File: src/common/uart_cmd_pkg.sv
//////////////////////////////////////////////////////////////////////
// Shared definitions for the serial command port.
// Vector typedefs, opcode and response constants, baud divider
// and register bank size.
//////////////////////////////////////////////////////////////////////
package uart_cmd_pkg;

  //////////////////////////////////////////////////////////////////////
  // Vector types
  //////////////////////////////////////////////////////////////////////
  typedef logic [7:0]  byte_t;      // Serial byte, register value or response.
  typedef logic [15:0] cmd_t;       // {opcode, reg addr, data}.
  typedef logic [3:0]  opcode_t;    // Command opcode in cmd[15:12].
  typedef logic [3:0]  reg_addr_t;  // Register address in cmd[11:8].
  typedef logic [3:0]  bit_cnt_t;   // Counts bit periods in a frame.

  //////////////////////////////////////////////////////////////////////
  // Serial timing
  //////////////////////////////////////////////////////////////////////
  localparam int BAUD_DIV = 434;    // 115200 baud from 50 MHz.

  typedef logic [$clog2(BAUD_DIV)-1:0] baud_cnt_t;  // Cycles within one bit.

  //////////////////////////////////////////////////////////////////////
  // Command set
  //////////////////////////////////////////////////////////////////////
  localparam opcode_t OP_WRITE = 4'd1;  // Store data byte.
  localparam opcode_t OP_READ  = 4'd2;  // Return register value.
  localparam opcode_t OP_ADD   = 4'd3;  // Add data, modulo 256.
  localparam opcode_t OP_XOR   = 4'd4;  // Exclusive-or with data.

  localparam byte_t RESP_ACK = 8'hA5;   // Reply to a write.
  localparam byte_t RESP_NAK = 8'hEE;   // Reply to an illegal opcode.

  localparam int NUM_REGS = 16;         // Size of the register bank.

endpackage
File: src/cmd_uart_top.sv
//////////////////////////////////////////////////////////////////////
// Serial command port top level.
// Assembler, executor and response transmitter.
//////////////////////////////////////////////////////////////////////
module cmd_uart_top (
  input  logic clk,    // System clock.
  input  logic rst_n,  // Async active low reset.
  input  logic rx,     // Serial commands in.
  output logic tx      // Serial responses out.
);

  uart_cmd_pkg::cmd_t  cmd;          // Assembled command.
  logic                cmd_rdy;      // Command waiting.
  logic                clr_cmd_rdy;  // Command taken.
  logic                trmt;         // Send request.
  uart_cmd_pkg::byte_t resp;         // Response byte.
  logic                tx_done;      // Response sent.

  cmd_assembler i_cmd_assembler (
    .clk         (clk),
    .rst_n       (rst_n),
    .rx          (rx),
    .clr_cmd_rdy (clr_cmd_rdy),
    .cmd         (cmd),
    .cmd_rdy     (cmd_rdy)
  );

  cmd_exec i_cmd_exec (
    .clk         (clk),
    .rst_n       (rst_n),
    .cmd         (cmd),
    .cmd_rdy     (cmd_rdy),
    .tx_done     (tx_done),
    .clr_cmd_rdy (clr_cmd_rdy),
    .trmt        (trmt),
    .resp        (resp)
  );

  uart_tx i_uart_tx (
    .clk     (clk),
    .rst_n   (rst_n),
    .trmt    (trmt),
    .tx_data (resp),
    .tx      (tx),
    .tx_done (tx_done)
  );

endmodule

File: src/cmd_exec.sv
//////////////////////////////////////////////////////////////////////
// Command executor.
// Decode, execute and result stages around a bank of 8-bit
// registers, with the state machine that sends the response.
//////////////////////////////////////////////////////////////////////
module cmd_exec (
  input  logic                clk,          // System clock.
  input  logic                rst_n,        // Async active low reset.
  input  uart_cmd_pkg::cmd_t  cmd,          // Command from the assembler.
  input  logic                cmd_rdy,      // Command waiting.
  input  logic                tx_done,      // Response fully sent.
  output logic                clr_cmd_rdy,  // Command taken.
  output logic                trmt,         // Start sending resp.
  output uart_cmd_pkg::byte_t resp          // Response byte.
);

  typedef enum logic [2:0] {IDLE, DECODE, EXECUTE, RESULT, WAIT_TX} state_t;

  state_t                  state;      // Current state.
  state_t                  nxt_state;  // Next state.
  uart_cmd_pkg::cmd_t      cmd_q;      // Captured command.
  uart_cmd_pkg::opcode_t   op_q;       // Decoded opcode.
  uart_cmd_pkg::reg_addr_t addr_q;     // Decoded register address.
  uart_cmd_pkg::byte_t     data_q;     // Decoded data byte.
  logic                    illegal_q;  // Opcode outside the command set.
  uart_cmd_pkg::byte_t     regs [uart_cmd_pkg::NUM_REGS];  // Register bank.
  uart_cmd_pkg::byte_t     rd_val;     // Addressed register.
  uart_cmd_pkg::byte_t     new_val;    // Value written back.
  uart_cmd_pkg::byte_t     resp_nxt;   // Response for this command.
  logic                    wr_en;      // Opcode updates the bank.

  assign clr_cmd_rdy = (state == IDLE) && cmd_rdy;  // Taken the cycle it is seen.
  assign trmt        = (state == RESULT);           // Single cycle, resp already valid.

  always_ff @(posedge clk) begin
    if (clr_cmd_rdy)
      cmd_q <= cmd;
  end

  //////////////////////////////////////////////////////////////////////
  // Decode stage
  //////////////////////////////////////////////////////////////////////
  always_ff @(posedge clk) begin
    if (state == DECODE) begin
      op_q      <= cmd_q[15:12];
      addr_q    <= cmd_q[11:8];
      data_q    <= cmd_q[7:0];
      illegal_q <= !(cmd_q[15:12] inside {uart_cmd_pkg::OP_WRITE, uart_cmd_pkg::OP_READ,
                                          uart_cmd_pkg::OP_ADD, uart_cmd_pkg::OP_XOR});
    end
  end

  //////////////////////////////////////////////////////////////////////
  // Execute stage
  //////////////////////////////////////////////////////////////////////
  always_comb begin
    rd_val   = regs[addr_q];
    new_val  = rd_val;            // READ leaves the register as is.
    wr_en    = 1'b0;
    resp_nxt = rd_val;
    if (illegal_q) begin
      resp_nxt = uart_cmd_pkg::RESP_NAK;
    end else begin
      case (op_q)
        uart_cmd_pkg::OP_WRITE: begin
          new_val  = data_q;
          wr_en    = 1'b1;
          resp_nxt = uart_cmd_pkg::RESP_ACK;
        end
        uart_cmd_pkg::OP_ADD: begin
          new_val  = rd_val + data_q;  // Wraps modulo 256.
          wr_en    = 1'b1;
          resp_nxt = new_val;
        end
        uart_cmd_pkg::OP_XOR: begin
          new_val  = rd_val ^ data_q;
          wr_en    = 1'b1;
          resp_nxt = new_val;
        end
        default: begin
          resp_nxt = rd_val;           // READ.
        end
      endcase
    end
  end

  always_ff @(posedge clk, negedge rst_n) begin
    if (!rst_n) begin
      for (int i = 0; i < uart_cmd_pkg::NUM_REGS; i++)
        regs[i] <= '0;
    end else if ((state == EXECUTE) && wr_en) begin
      regs[addr_q] <= new_val;
    end
  end

  //////////////////////////////////////////////////////////////////////
  // Result stage
  //////////////////////////////////////////////////////////////////////

  // Loaded as EXECUTE ends so the transmitter sees it with trmt.
  always_ff @(posedge clk) begin
    if (state == EXECUTE)
      resp <= resp_nxt;
  end

  always_ff @(posedge clk, negedge rst_n) begin
    if (!rst_n)
      state <= IDLE;
    else
      state <= nxt_state;
  end

  always_comb begin
    nxt_state = state;
    case (state)
      IDLE:    if (cmd_rdy) nxt_state = DECODE;
      DECODE:  nxt_state = EXECUTE;
      EXECUTE: nxt_state = RESULT;
      RESULT:  nxt_state = WAIT_TX;
      WAIT_TX: if (tx_done) nxt_state = IDLE;  // tx_done already low after trmt.
      default: nxt_state = IDLE;
    endcase
  end

endmodule

File: src/cmd_assembler.sv
//////////////////////////////////////////////////////////////////////
// Command assembler.
// Receives two bytes over UART, high byte first, and presents
// them as one 16-bit command with a held ready flag.
//////////////////////////////////////////////////////////////////////
module cmd_assembler (
  input  logic               clk,          // System clock.
  input  logic               rst_n,        // Async active low reset.
  input  logic               rx,           // Serial input.
  input  logic               clr_cmd_rdy,  // Knocks down cmd_rdy.
  output uart_cmd_pkg::cmd_t cmd,          // Assembled command.
  output logic               cmd_rdy       // Both bytes received.
);

  typedef enum logic {HIGH, LOW} state_t;

  state_t              state;         // Current state.
  state_t              nxt_state;     // Next state.
  uart_cmd_pkg::byte_t rx_data;       // Byte from the receiver.
  logic                rx_rdy;        // Receiver has a byte.
  logic                clr_rx_rdy;    // Acknowledge to the receiver.
  uart_cmd_pkg::byte_t high_byte;     // Held first byte.
  logic                capture_high;  // Store the first byte.
  logic                set_cmd_rdy;   // Second byte arrived.

  uart_rx i_uart_rx (
    .clk        (clk),
    .rst_n      (rst_n),
    .rx         (rx),
    .clr_rx_rdy (clr_rx_rdy),
    .rx_data    (rx_data),
    .rx_rdy     (rx_rdy)
  );

  always_ff @(posedge clk) begin
    if (capture_high)
      high_byte <= rx_data;
  end

  assign cmd = {high_byte, rx_data};  // Low byte taken live from the receiver.

  //////////////////////////////////////////////////////////////////////
  // Byte sequencing
  //////////////////////////////////////////////////////////////////////
  always_ff @(posedge clk, negedge rst_n) begin
    if (!rst_n)
      state <= HIGH;
    else
      state <= nxt_state;
  end

  always_comb begin
    nxt_state    = state;
    clr_rx_rdy   = 1'b0;
    capture_high = 1'b0;
    set_cmd_rdy  = 1'b0;
    case (state)
      LOW: begin
        if (rx_rdy) begin
          set_cmd_rdy = 1'b1;  // Command complete.
          clr_rx_rdy  = 1'b1;
          nxt_state   = HIGH;
        end
      end
      default: begin
        if (rx_rdy) begin
          capture_high = 1'b1;
          clr_rx_rdy   = 1'b1;
          nxt_state    = LOW;
        end
      end
    endcase
  end

  // A new high byte invalidates whatever command was waiting.
  always_ff @(posedge clk, negedge rst_n) begin
    if (!rst_n)
      cmd_rdy <= 1'b0;
    else if (capture_high || clr_cmd_rdy)
      cmd_rdy <= 1'b0;
    else if (set_cmd_rdy)
      cmd_rdy <= 1'b1;
  end

endmodule

File: src/uart/uart_tx.sv
//////////////////////////////////////////////////////////////////////
// UART transmitter, 8N1.
// Load-on-trigger shift register, baud counter and a done flag
// that holds until the next trigger.
//////////////////////////////////////////////////////////////////////
module uart_tx (
  input  logic                clk,      // System clock.
  input  logic                rst_n,    // Async active low reset.
  input  logic                trmt,     // One-cycle send request.
  input  uart_cmd_pkg::byte_t tx_data,  // Byte to send.
  output logic                tx,       // Serial output, idles high.
  output logic                tx_done   // Frame finished.
);

  typedef enum logic {IDLE, SHIFT} state_t;

  state_t                  state;         // Current state.
  state_t                  nxt_state;     // Next state.
  logic [8:0]              tx_shft;       // {data, start bit}.
  uart_cmd_pkg::bit_cnt_t  bit_cnt;       // Bits already sent.
  uart_cmd_pkg::baud_cnt_t baud_cnt;      // Cycles left in this bit.
  logic                    load;          // Accept a new byte.
  logic                    transmitting;  // Frame in progress.
  logic                    shift;         // End of a bit period.
  logic                    set_done;      // End of the stop bit.

  assign transmitting = (state == SHIFT);
  assign shift        = transmitting && (baud_cnt == '0);
  assign set_done     = shift && (bit_cnt == 4'd9);  // Tenth bit is the stop bit.
  assign tx           = tx_shft[0];                  // LSB goes out first.

  // Ones shift in from the top so the stop bit and idle level follow the data.
  always_ff @(posedge clk, negedge rst_n) begin
    if (!rst_n)
      tx_shft <= '1;                  // Line idles high.
    else if (load)
      tx_shft <= {tx_data, 1'b0};     // Start bit first.
    else if (shift)
      tx_shft <= {1'b1, tx_shft[8:1]};
  end

  always_ff @(posedge clk, negedge rst_n) begin
    if (!rst_n)
      baud_cnt <= '0;
    else if (load || shift)
      baud_cnt <= uart_cmd_pkg::baud_cnt_t'(uart_cmd_pkg::BAUD_DIV - 1);
    else if (transmitting)
      baud_cnt <= baud_cnt - 1'b1;
  end

  always_ff @(posedge clk, negedge rst_n) begin
    if (!rst_n)
      bit_cnt <= '0;
    else if (load)
      bit_cnt <= '0;
    else if (shift)
      bit_cnt <= bit_cnt + 1'b1;
  end

  //////////////////////////////////////////////////////////////////////
  // Control
  //////////////////////////////////////////////////////////////////////
  always_ff @(posedge clk, negedge rst_n) begin
    if (!rst_n)
      state <= IDLE;
    else
      state <= nxt_state;
  end

  always_comb begin
    nxt_state = state;
    load      = 1'b0;
    case (state)
      SHIFT: begin
        if (set_done)
          nxt_state = IDLE;
      end
      default: begin
        if (trmt) begin
          load      = 1'b1;  // Requests while busy are ignored.
          nxt_state = SHIFT;
        end
      end
    endcase
  end

  // Done holds from the end of the stop bit until the next trigger.
  always_ff @(posedge clk, negedge rst_n) begin
    if (!rst_n)
      tx_done <= 1'b1;
    else if (load)
      tx_done <= 1'b0;
    else if (set_done)
      tx_done <= 1'b1;
  end

endmodule

File: src/uart/uart_rx.sv
//////////////////////////////////////////////////////////////////////
// UART receiver, 8N1.
// Start detect on a synchronized input, mid-bit sampling,
// LSB-first shift register and a ready flag held until cleared.
//////////////////////////////////////////////////////////////////////
module uart_rx (
  input  logic                clk,         // System clock.
  input  logic                rst_n,       // Async active low reset.
  input  logic                rx,          // Serial input, idles high.
  input  logic                clr_rx_rdy,  // Knocks down rx_rdy.
  output uart_cmd_pkg::byte_t rx_data,     // Last received byte.
  output logic                rx_rdy       // Byte available.
);

  typedef enum logic {IDLE, SHIFT} state_t;

  state_t                  state;       // Current state.
  state_t                  nxt_state;   // Next state.
  logic                    rx_ff1;      // First sync stage.
  logic                    rx_ff2;      // Second sync stage.
  uart_cmd_pkg::byte_t     rx_shft;     // Data bits as they arrive.
  uart_cmd_pkg::bit_cnt_t  bit_cnt;     // Samples taken in this frame.
  uart_cmd_pkg::baud_cnt_t baud_cnt;    // Counts down to the next sample.
  logic                    start;       // Falling edge of start bit seen.
  logic                    receiving;   // Frame in progress.
  logic                    sample;      // Middle of a bit period.
  logic                    set_rdy;     // Stop bit sampled.

  // Double flop the line since rx is asynchronous to clk.
  always_ff @(posedge clk, negedge rst_n) begin
    if (!rst_n) begin
      rx_ff1 <= 1'b1;  // Preset to the idle level.
      rx_ff2 <= 1'b1;
    end else begin
      rx_ff1 <= rx;
      rx_ff2 <= rx_ff1;
    end
  end

  assign receiving = (state == SHIFT);
  assign sample    = receiving && (baud_cnt == '0);
  assign set_rdy   = sample && (bit_cnt == 4'd9);  // Tenth sample is the stop bit.

  //////////////////////////////////////////////////////////////////////
  // Bit timing
  //////////////////////////////////////////////////////////////////////

  // First load lands on mid start bit, less the sync and detect latency.
  always_ff @(posedge clk, negedge rst_n) begin
    if (!rst_n)
      baud_cnt <= '0;
    else if (start)
      baud_cnt <= uart_cmd_pkg::baud_cnt_t'(uart_cmd_pkg::BAUD_DIV / 2 - 3);
    else if (sample)
      baud_cnt <= uart_cmd_pkg::baud_cnt_t'(uart_cmd_pkg::BAUD_DIV - 1);
    else if (receiving)
      baud_cnt <= baud_cnt - 1'b1;
  end

  always_ff @(posedge clk, negedge rst_n) begin
    if (!rst_n)
      bit_cnt <= '0;
    else if (start)
      bit_cnt <= '0;             // Fresh frame.
    else if (sample)
      bit_cnt <= bit_cnt + 1'b1;
  end

  // Only samples 1 to 8 carry data. LSB arrives first.
  always_ff @(posedge clk) begin
    if (sample && (bit_cnt != 4'd0) && (bit_cnt != 4'd9))
      rx_shft <= {rx_ff2, rx_shft[7:1]};
  end

  // Output byte held steady while the next frame shifts in.
  always_ff @(posedge clk) begin
    if (set_rdy)
      rx_data <= rx_shft;
  end

  //////////////////////////////////////////////////////////////////////
  // Control
  //////////////////////////////////////////////////////////////////////
  always_ff @(posedge clk, negedge rst_n) begin
    if (!rst_n)
      state <= IDLE;
    else
      state <= nxt_state;
  end

  always_comb begin
    nxt_state = state;  // Hold by default.
    start     = 1'b0;
    case (state)
      SHIFT: begin
        if (set_rdy)
          nxt_state = IDLE;  // Back to idle in the middle of the stop bit.
      end
      default: begin
        if (!rx_ff2) begin
          start     = 1'b1;  // Line went low.
          nxt_state = SHIFT;
        end
      end
    endcase
  end

  // Ready holds until cleared or a new start bit begins.
  always_ff @(posedge clk, negedge rst_n) begin
    if (!rst_n)
      rx_rdy <= 1'b0;
    else if (start || clr_rx_rdy)
      rx_rdy <= 1'b0;
    else if (set_rdy)
      rx_rdy <= 1'b1;
  end

endmodule

File: config.mk
export PLATFORM = sky130hd
export DESIGN_NAME = cmd_uart_top
export DESIGN_NICKNAME = d
export VERILOG_FILES = /design/src/common/uart_cmd_pkg.sv /design/src/cmd_uart_top.sv /design/src/cmd_exec.sv /design/src/cmd_assembler.sv /design/src/uart/uart_tx.sv /design/src/uart/uart_rx.sv
export SDC_FILE = /design/constraint.sdc
export NUM_CORES = 1
export LEC_CHECK = 0
export ABC_AREA = 1
export BUFFER_PORTS_ARGS = -buffer_cell sky130_fd_sc_hd__clkbuf_2
export CORE_AREA = 10 10 105 200
export DETAILED_ROUTE_END_ITERATION = 6
export DIE_AREA = 0 0 115 210
export PLACE_DENSITY_LB_ADDON = 0.3
export RECOVER_POWER = 50
export SYNTH_ARGS = -nofsm -noshare
export SYNTH_HDL_FRONTEND = slang
export SYNTH_HIERARCHICAL = 1
export SYNTH_SLANG_ARGS = --single-unit
export TNS_END_PERCENT = 5
File: constraint.sdc
create_clock -name clk -period 8.99 [get_ports clk]
set_clock_uncertainty 0.1 [all_clocks]
set_input_delay 0.4495 -clock clk [delete_from_list [all_inputs] [get_ports clk]]
set_output_delay 0.4495 -clock clk [all_outputs]
set_load 0.01 [all_outputs]
Word level (Yosys, flattened, before mapping)
Cells that the tools add are included.
{ "op_classes": {"bitwise": 2, "n_lt_le_gt_ge": 2, "add_sub_neg": 5, "n_eq_ne": 16, "n_reduce_logical": 27, "mux": 44} }
{ "ops": {"columns": ["cell", "n"], "rows": [
  ["$bwmux 128", 1],
  ["$mux 9", 7],
  ["$pmux 8 s3", 2],
  ["$bmux 8 s4", 1],
  ["$demux 8 s4", 1],
  ["$mux 8", 4],
  ["$mux 1", 21],
  ["$logic_not 9->1", 2],
  ["$sub 9x1->9 const B", 2],
  ["$mux 4", 4],
  ["$pmux 3 s5", 1],
  ["$eq 4x2->1 const B", 3],
  ["$reduce_bool 2->1", 6],
  ["$logic_and 1x1->1", 9],
  ["$add 4x1->4 const B", 2],
  ["$add 8x8->8", 1],
  ["$eq 4x1->1 const B", 2],
  ["$eq 4x3->1 const B", 2],
  ["$eq 4x4->1 const B", 2],
  ["$reduce_bool 4->1", 2],
  ["$xor 8x8->8", 1],
  ["$eq 3x2->1 const B", 2],
  ["$mux 3", 2],
  ["$ge 5x5->1 const B", 1],
  ["13 further kinds", 15]
]} }
{ "word_totals": {"wordCells": 135, "inputBits": 3, "output_inout_bits": 1, "reg_bits": 239} }

Longest topological paths before layout
{ "logic_depth": {"ltp_word": 8, "depth_mapped": 25, "ltp_nobuf": 21} }

By module
Netlist, hierarchy kept.
{ "modules_own_cells": {"columns": ["module", "n_inst", "cells_each", "area_per_inst_um2", "seq_area_each_um2"], "rows": [
  ["cmd_exec", 1, 956, 8355.5, 4509.3],
  ["uart_rx", 1, 125, 1387.6, 908.4],
  ["uart_tx", 1, 162, 1233.7, 613.1],
  ["cmd_assembler", 1, 19, 341.6, 290.3]
]} }

Least setup slack after synthesis
Ideal clock, no wire load.
{ "synth_timing": {"kind": "reg2reg", "start": "reg i_cmd_exec.addr_q[0]", "end": "reg i_cmd_exec/regs[38] (netlist name)", "required_time_ns": 8.773, "setup_time_ns": 0.117, "stages_incl_launch_ff": 25, "t_arrival_ns": 3.064, "n_path_buf": 3, "path_slack_ns": 5.708, "period_less_slack_ns": 3.282, "path_cell_list": "edfxtp_1 buf_6 nand2_4 inv_2 buf_2 a22oi_1 nand2_1 nand2_1 nand3_1 a21oi_2 inv_1 ha_1 nand2_1 nand2_1 nand2_1 nand2_1 nand2_1 nand2_1 o21ai_0 or2_2 nand3_1 nand4_1 buf_2 nand3_1 nand2_1"} }
{ "synth_between": {"elab_chain_cells": 8, "word_cells_on_any_way": 14, "cone_classes": "1 x add/sub; 2 x order compare; 8 x mux; 2 x bitwise; 1 x reduce/logical"} }
{ "synth_rtl": {"columns": ["element", "line_no", "rtl"], "rows": [
  ["from (decl)", "cmd_exec.sv:23", "uart_cmd_pkg::reg_addr_t addr_q;"],
  ["from (signal assigned)", "cmd_exec.sv:46", "addr_q <= cmd_q[11:8];"],
  ["$not 4->5 (not written as such) *", "cmd_exec.sv:57, cmd_exec.sv:92", null],
  ["$bmux 8 s4", "cmd_exec.sv:57", "rd_val = regs[addr_q];"],
  ["$mux 8 (not written as such) (2 in series)", "cmd_exec.sv:57", null],
  ["$add 8x8->8 or $xor 8x8->8 (tied branches)", "cmd_exec.sv:71, cmd_exec.sv:76", null],
  ["$pmux 8 s3", "cmd_exec.sv:64", "case (op_q)"],
  ["$mux 8", "cmd_exec.sv:61", "if (illegal_q) begin"],
  ["$bwmux 128 *", "cmd_exec.sv:92", "regs[addr_q] <= new_val;"],
  ["to (signal, indexed assignment)", "cmd_exec.sv:92", null],
  ["to (decl)", "cmd_exec.sv:26", "uart_cmd_pkg::byte_t regs [uart_cmd_pkg::NUM_REGS];"]
]} }
Every way passes the cells marked *; elsewhere a longest branch is shown, timed or not. The select of a mux whose other input is x is not followed.
A chain may end at the register's enable or synchronous reset.

==> run_results.csv <==
group,metric,value,unit
pwr,p_leak,6.096,nW
timing,period_share,0.6144,
floorplan,rows,69,
timing,fin_crit,5524,ps
global_routing,overflow,0,
pwr,power.total,2.090,mW
timing,hold_viol_final,0,
setup_path,path_cells,"dlygate4sd3_1 -> clkbuf_1 -> buf_4",
min_path,min_from,"i_cmd_assembler/i_uart_rx/rx_ff1$_DFF_PN1_",
place,portBuffers,3,
drt,wl_met1,9.679,mm
clock_tree,clkTransAtPathRegs,60,ps
floorplan,pin_count,4,
yosys,synth_top_family_by_area,"simple AND/OR/NAND/NOR gates",
yosys,seq_area_frac_synth,0.5585,
pwr,vdd_ir_drop_max,0.0001592,V
floorplan,start_util,0.6364,
yosys,synth-adder-area-share,0.01946,
yosys,synth_top_area_share,0.3582,
floorplan,core_area,17780,µm²
finish,final_area,12080,µm²
drt,vias_per_cell,5.951,
finish,regArea,6321,µm²
yosys,yosysWarnings,6,
place,placed_cells,1441,
floorplan,die_width,115,µm
clock_tree,cts_tree,"done",
yosys,async_flop_share,0.7280,
place,gp_congestion,0.8963,
yosys,synth_compound_area_frac,0.07639,
global_routing,grt_usage,0.2294,
finish,drive_above_1_share,0.09866,
clock_tree,clockBufferDepth,3,
timing,rsz0062_at_grt,"false",
drt,met2_length,14.83,mm
floorplan,dieHeight,210,µm
global_routing,grt_max_degree,97,
timing,worstMarginPinSlew,5199,ps
yosys,syn_avg_cell_area,8.969,µm²
finish,layout_common_cells,"466 x nand2_1, 162 x dfrtp_1, 123 x nand3_1, 97 x inv_1, 65 x edfxtp_1",
yosys,syn-cell-area,11320,µm²
yosys,muxShareOfSynthArea,0,
finish,nets,1273,
min_path,hold_end,"i_cmd_assembler/i_uart_rx/rx_ff2$_DFF_PN1_",
timing,max-slew-margin-rel,-2.466,
finish,n_antenna_cell,0,
clock_tree,cts_setup_buffers,0,
status,violations,"capacitance limit, slew limit",
yosys,synth_top_cell_by_area,"dfrtp_1",
yosys,synth_edf_count,65,
drt,maxUsedRoutingLayer,"met4",
setup_path,path_class,"in2async",
yosys,synth.distinct_cells,50,
yosys,syn-num-nets,1282,
setup_path,cp_data_arrival_time,5910,ps
finish,num-fill-cells,1450,
clock_tree,clk_latency,510,ps
setup_path,required,9370,ps
global_routing,grt_first_pass_wirelength,44.79,mm
status,outcome,"complete, but fails checks",
global_routing,grt_pass1_vias,8848,
place,pre_cts_slack,4670,ps
finish,multiInputGateArea,4250,µm²
timing,setup_slack,3467,ps
drt,drt-total-wl,27.46,mm
global_routing,antenna_found_initial,0,
clock_tree,cts.htree.levels,1,
drt,antenna_left,0,
run,cap_viol_max_count,2,
finish,final_cells,1480,
yosys,syn-instance-count,1262,
place,placed_area,11360,µm²
finish,final_common_cell,"nand2_1",
drt,drt_iter0_drc,830,
yosys,synth-seq-cells,239,
drt,dr_wl_met3,1.506,mm
clock_tree,cts_root_buf,"clkbuf_16",
setup_path,r2r-end,"i_cmd_exec/regs[78]$_DFFE_PN0P_",
timing,setup_viol,0,
clock_tree,cts_num_sinks,239,
setup_path,cp-end-kind,"asynchronous set/reset pin",
yosys,synth_xor_area_frac,0.004643,
drt,wl_per_cell,18.56,µm
clock_tree,cts_made_buffers,21,
min_path,whs_path_depth,0,
yosys,synth_ff_type,"dfrtp_1",
setup_path,worstRegToRegCells,20,
yosys,synth_simple_gate_area_frac,0.2766,
pwr,powerDensity,172.9,nW/µm²
min_path,hold_path_class,"reg2reg",
setup_path,start_kind,"input port",
timing,max_freq,181.0,MHz
timing,drv_slew,115,
setup_path,cpPeakStageDelay,3620,ps
floorplan,dieArea,24150,µm²
timing,tns,0,ps
drt,drt-pass1-iter-count,5,
drt,vias,8807,
drt,drt_drc_violations_left,0,
finish,area_growth_syn_to_layout,6.766,%
setup_path,cp_max_fo,96,
place,dp_hpwl,18.60,mm
yosys,synth_area_leaders,"dfrtp_1 36%, edfxtp_1 17%, nand2_1 15%",
setup_path,cpMaxStageDelayCell,"clkbuf_1",
setup_path,worstReg2RegStart,"i_cmd_exec/addr_q[0]$_DFFE_PP_",
setup_path,rrSetupSlack,4600,ps
[critical path, delay by kind of cell]
| kind | cells | cell delay, ps |
|---|---|---|
| buffers and inverters | 3 | 5330 |
[cells by family (layout without fill, tap and decap cells)]
| kind of cell | after synthesis | count (layout) |
|---|---|---|
| AND/OR/NAND/NOR | 712 | 712 |
| buffers and inverters | 157 | 162 |
| adder cells (fa/ha/maj) | 17 | 17 |
| XOR/XNOR | 6 | 6 |
| AO/OA/AOI/OAI | 131 | 131 |
| flip-flops | 239 | 239 |
[routing by layer]
metal  vias up  GRT usage
li1       4102          -
met1      4252     0.2515
met2       355     0.4119
met3        98    0.02929
met4         0     0.1248
met5         -          0
[Yosys cell counts, types with 2 or more instances]
cell type and n:
a21oi_1 8, a21oi_2 3, a22oi_1 56, a31oi_1 3, buf_1 2, buf_2 18, buf_4 7, buf_6 11
clkbuf_1 3, clkbuf_2 2, dfrtp_1 162, dfstp_2 12, edfxtp_1 65, ha_1 16, inv_1 95, inv_2 16
inv_4 2, nand2_1 464, nand2_2 21, nand2_4 2, nand3_1 122, nand3_4 3, nand4_1 7, nor2_1 54
nor2_2 7, nor2_4 5, nor2_8 4, nor3_1 9, o211ai_1 7, o21ai_0 27, o21ai_1 18, o21ai_2 2
or2_1 2, or2_2 6, xor2_1 6
[report_power, final]
group          switching (mW)  internal, mW  total (mW)
clock                   0.415         0.547       0.962
combinational          0.0151       0.00112      0.0162
sequential           0.000669          1.11        1.11
total                   0.430          1.66        2.09
[through the flow]
stage | utilization | hold WS (ps)
floorplan | - | 53.91
global placement | 0.6389 | 248.9
detailed placement | 0.6389 | 247.3
CTS | 0.6814 | 259.0
global route | 0.6795 | 273.2
finish | 0.6795 | 265.3
[worst max-delay path by stage]
stage                                                              to  depth (start not counted)                      startpoint  slack, ps
global placement                      i_cmd_exec/regs[30]$_DFFE_PN0P_                         20  i_cmd_exec/addr_q[0]$_DFFE_PP_       4750
detailed placement                   i_cmd_exec/regs[118]$_DFFE_PN0P_                         22  i_cmd_exec/addr_q[0]$_DFFE_PP_       4670
CTS                                  i_cmd_exec/regs[118]$_DFFE_PN0P_                         22  i_cmd_exec/addr_q[0]$_DFFE_PP_       4650
floorplan                             i_cmd_exec/regs[38]$_DFFE_PN0P_                         24  i_cmd_exec/addr_q[0]$_DFFE_PP_       5710
finish              i_cmd_assembler/i_uart_rx/baud_cnt[7]$_DFFE_PN0P_                          3                           rst_n       3470
global route        i_cmd_assembler/i_uart_rx/baud_cnt[7]$_DFFE_PN0P_                          3                           rst_n       2570
[cell type report]
cell class | instances | area share
flip-flops and latches | 239 | 0.5231
multi-input cells | 866 | 0.3517
clock buffers | 23 | 0.04670
inverters | 114 | 0.03593
well taps | 213 | 0.02205
clock inverters | 14 | 0.01408
repair buffers | 11 | 0.006420
[repair_timing]
item                                   4_1_cts  5_1_grt
hold buffers                                 2        0
resized for setup                            0        0
endpoints found under the hold margin       84        0
[flip-flops by register name (all words and copies together), names as in the netlist, 9 cells and up]
register	count
i_cmd_exec/regs	128
i_cmd_exec/cmd_q	16
i_cmd_assembler/i_uart_rx/baud_cnt	9
i_uart_tx/baud_cnt	9
i_uart_tx/tx_shft	9
Note: power is estimated with default switching activity, not from simulation.
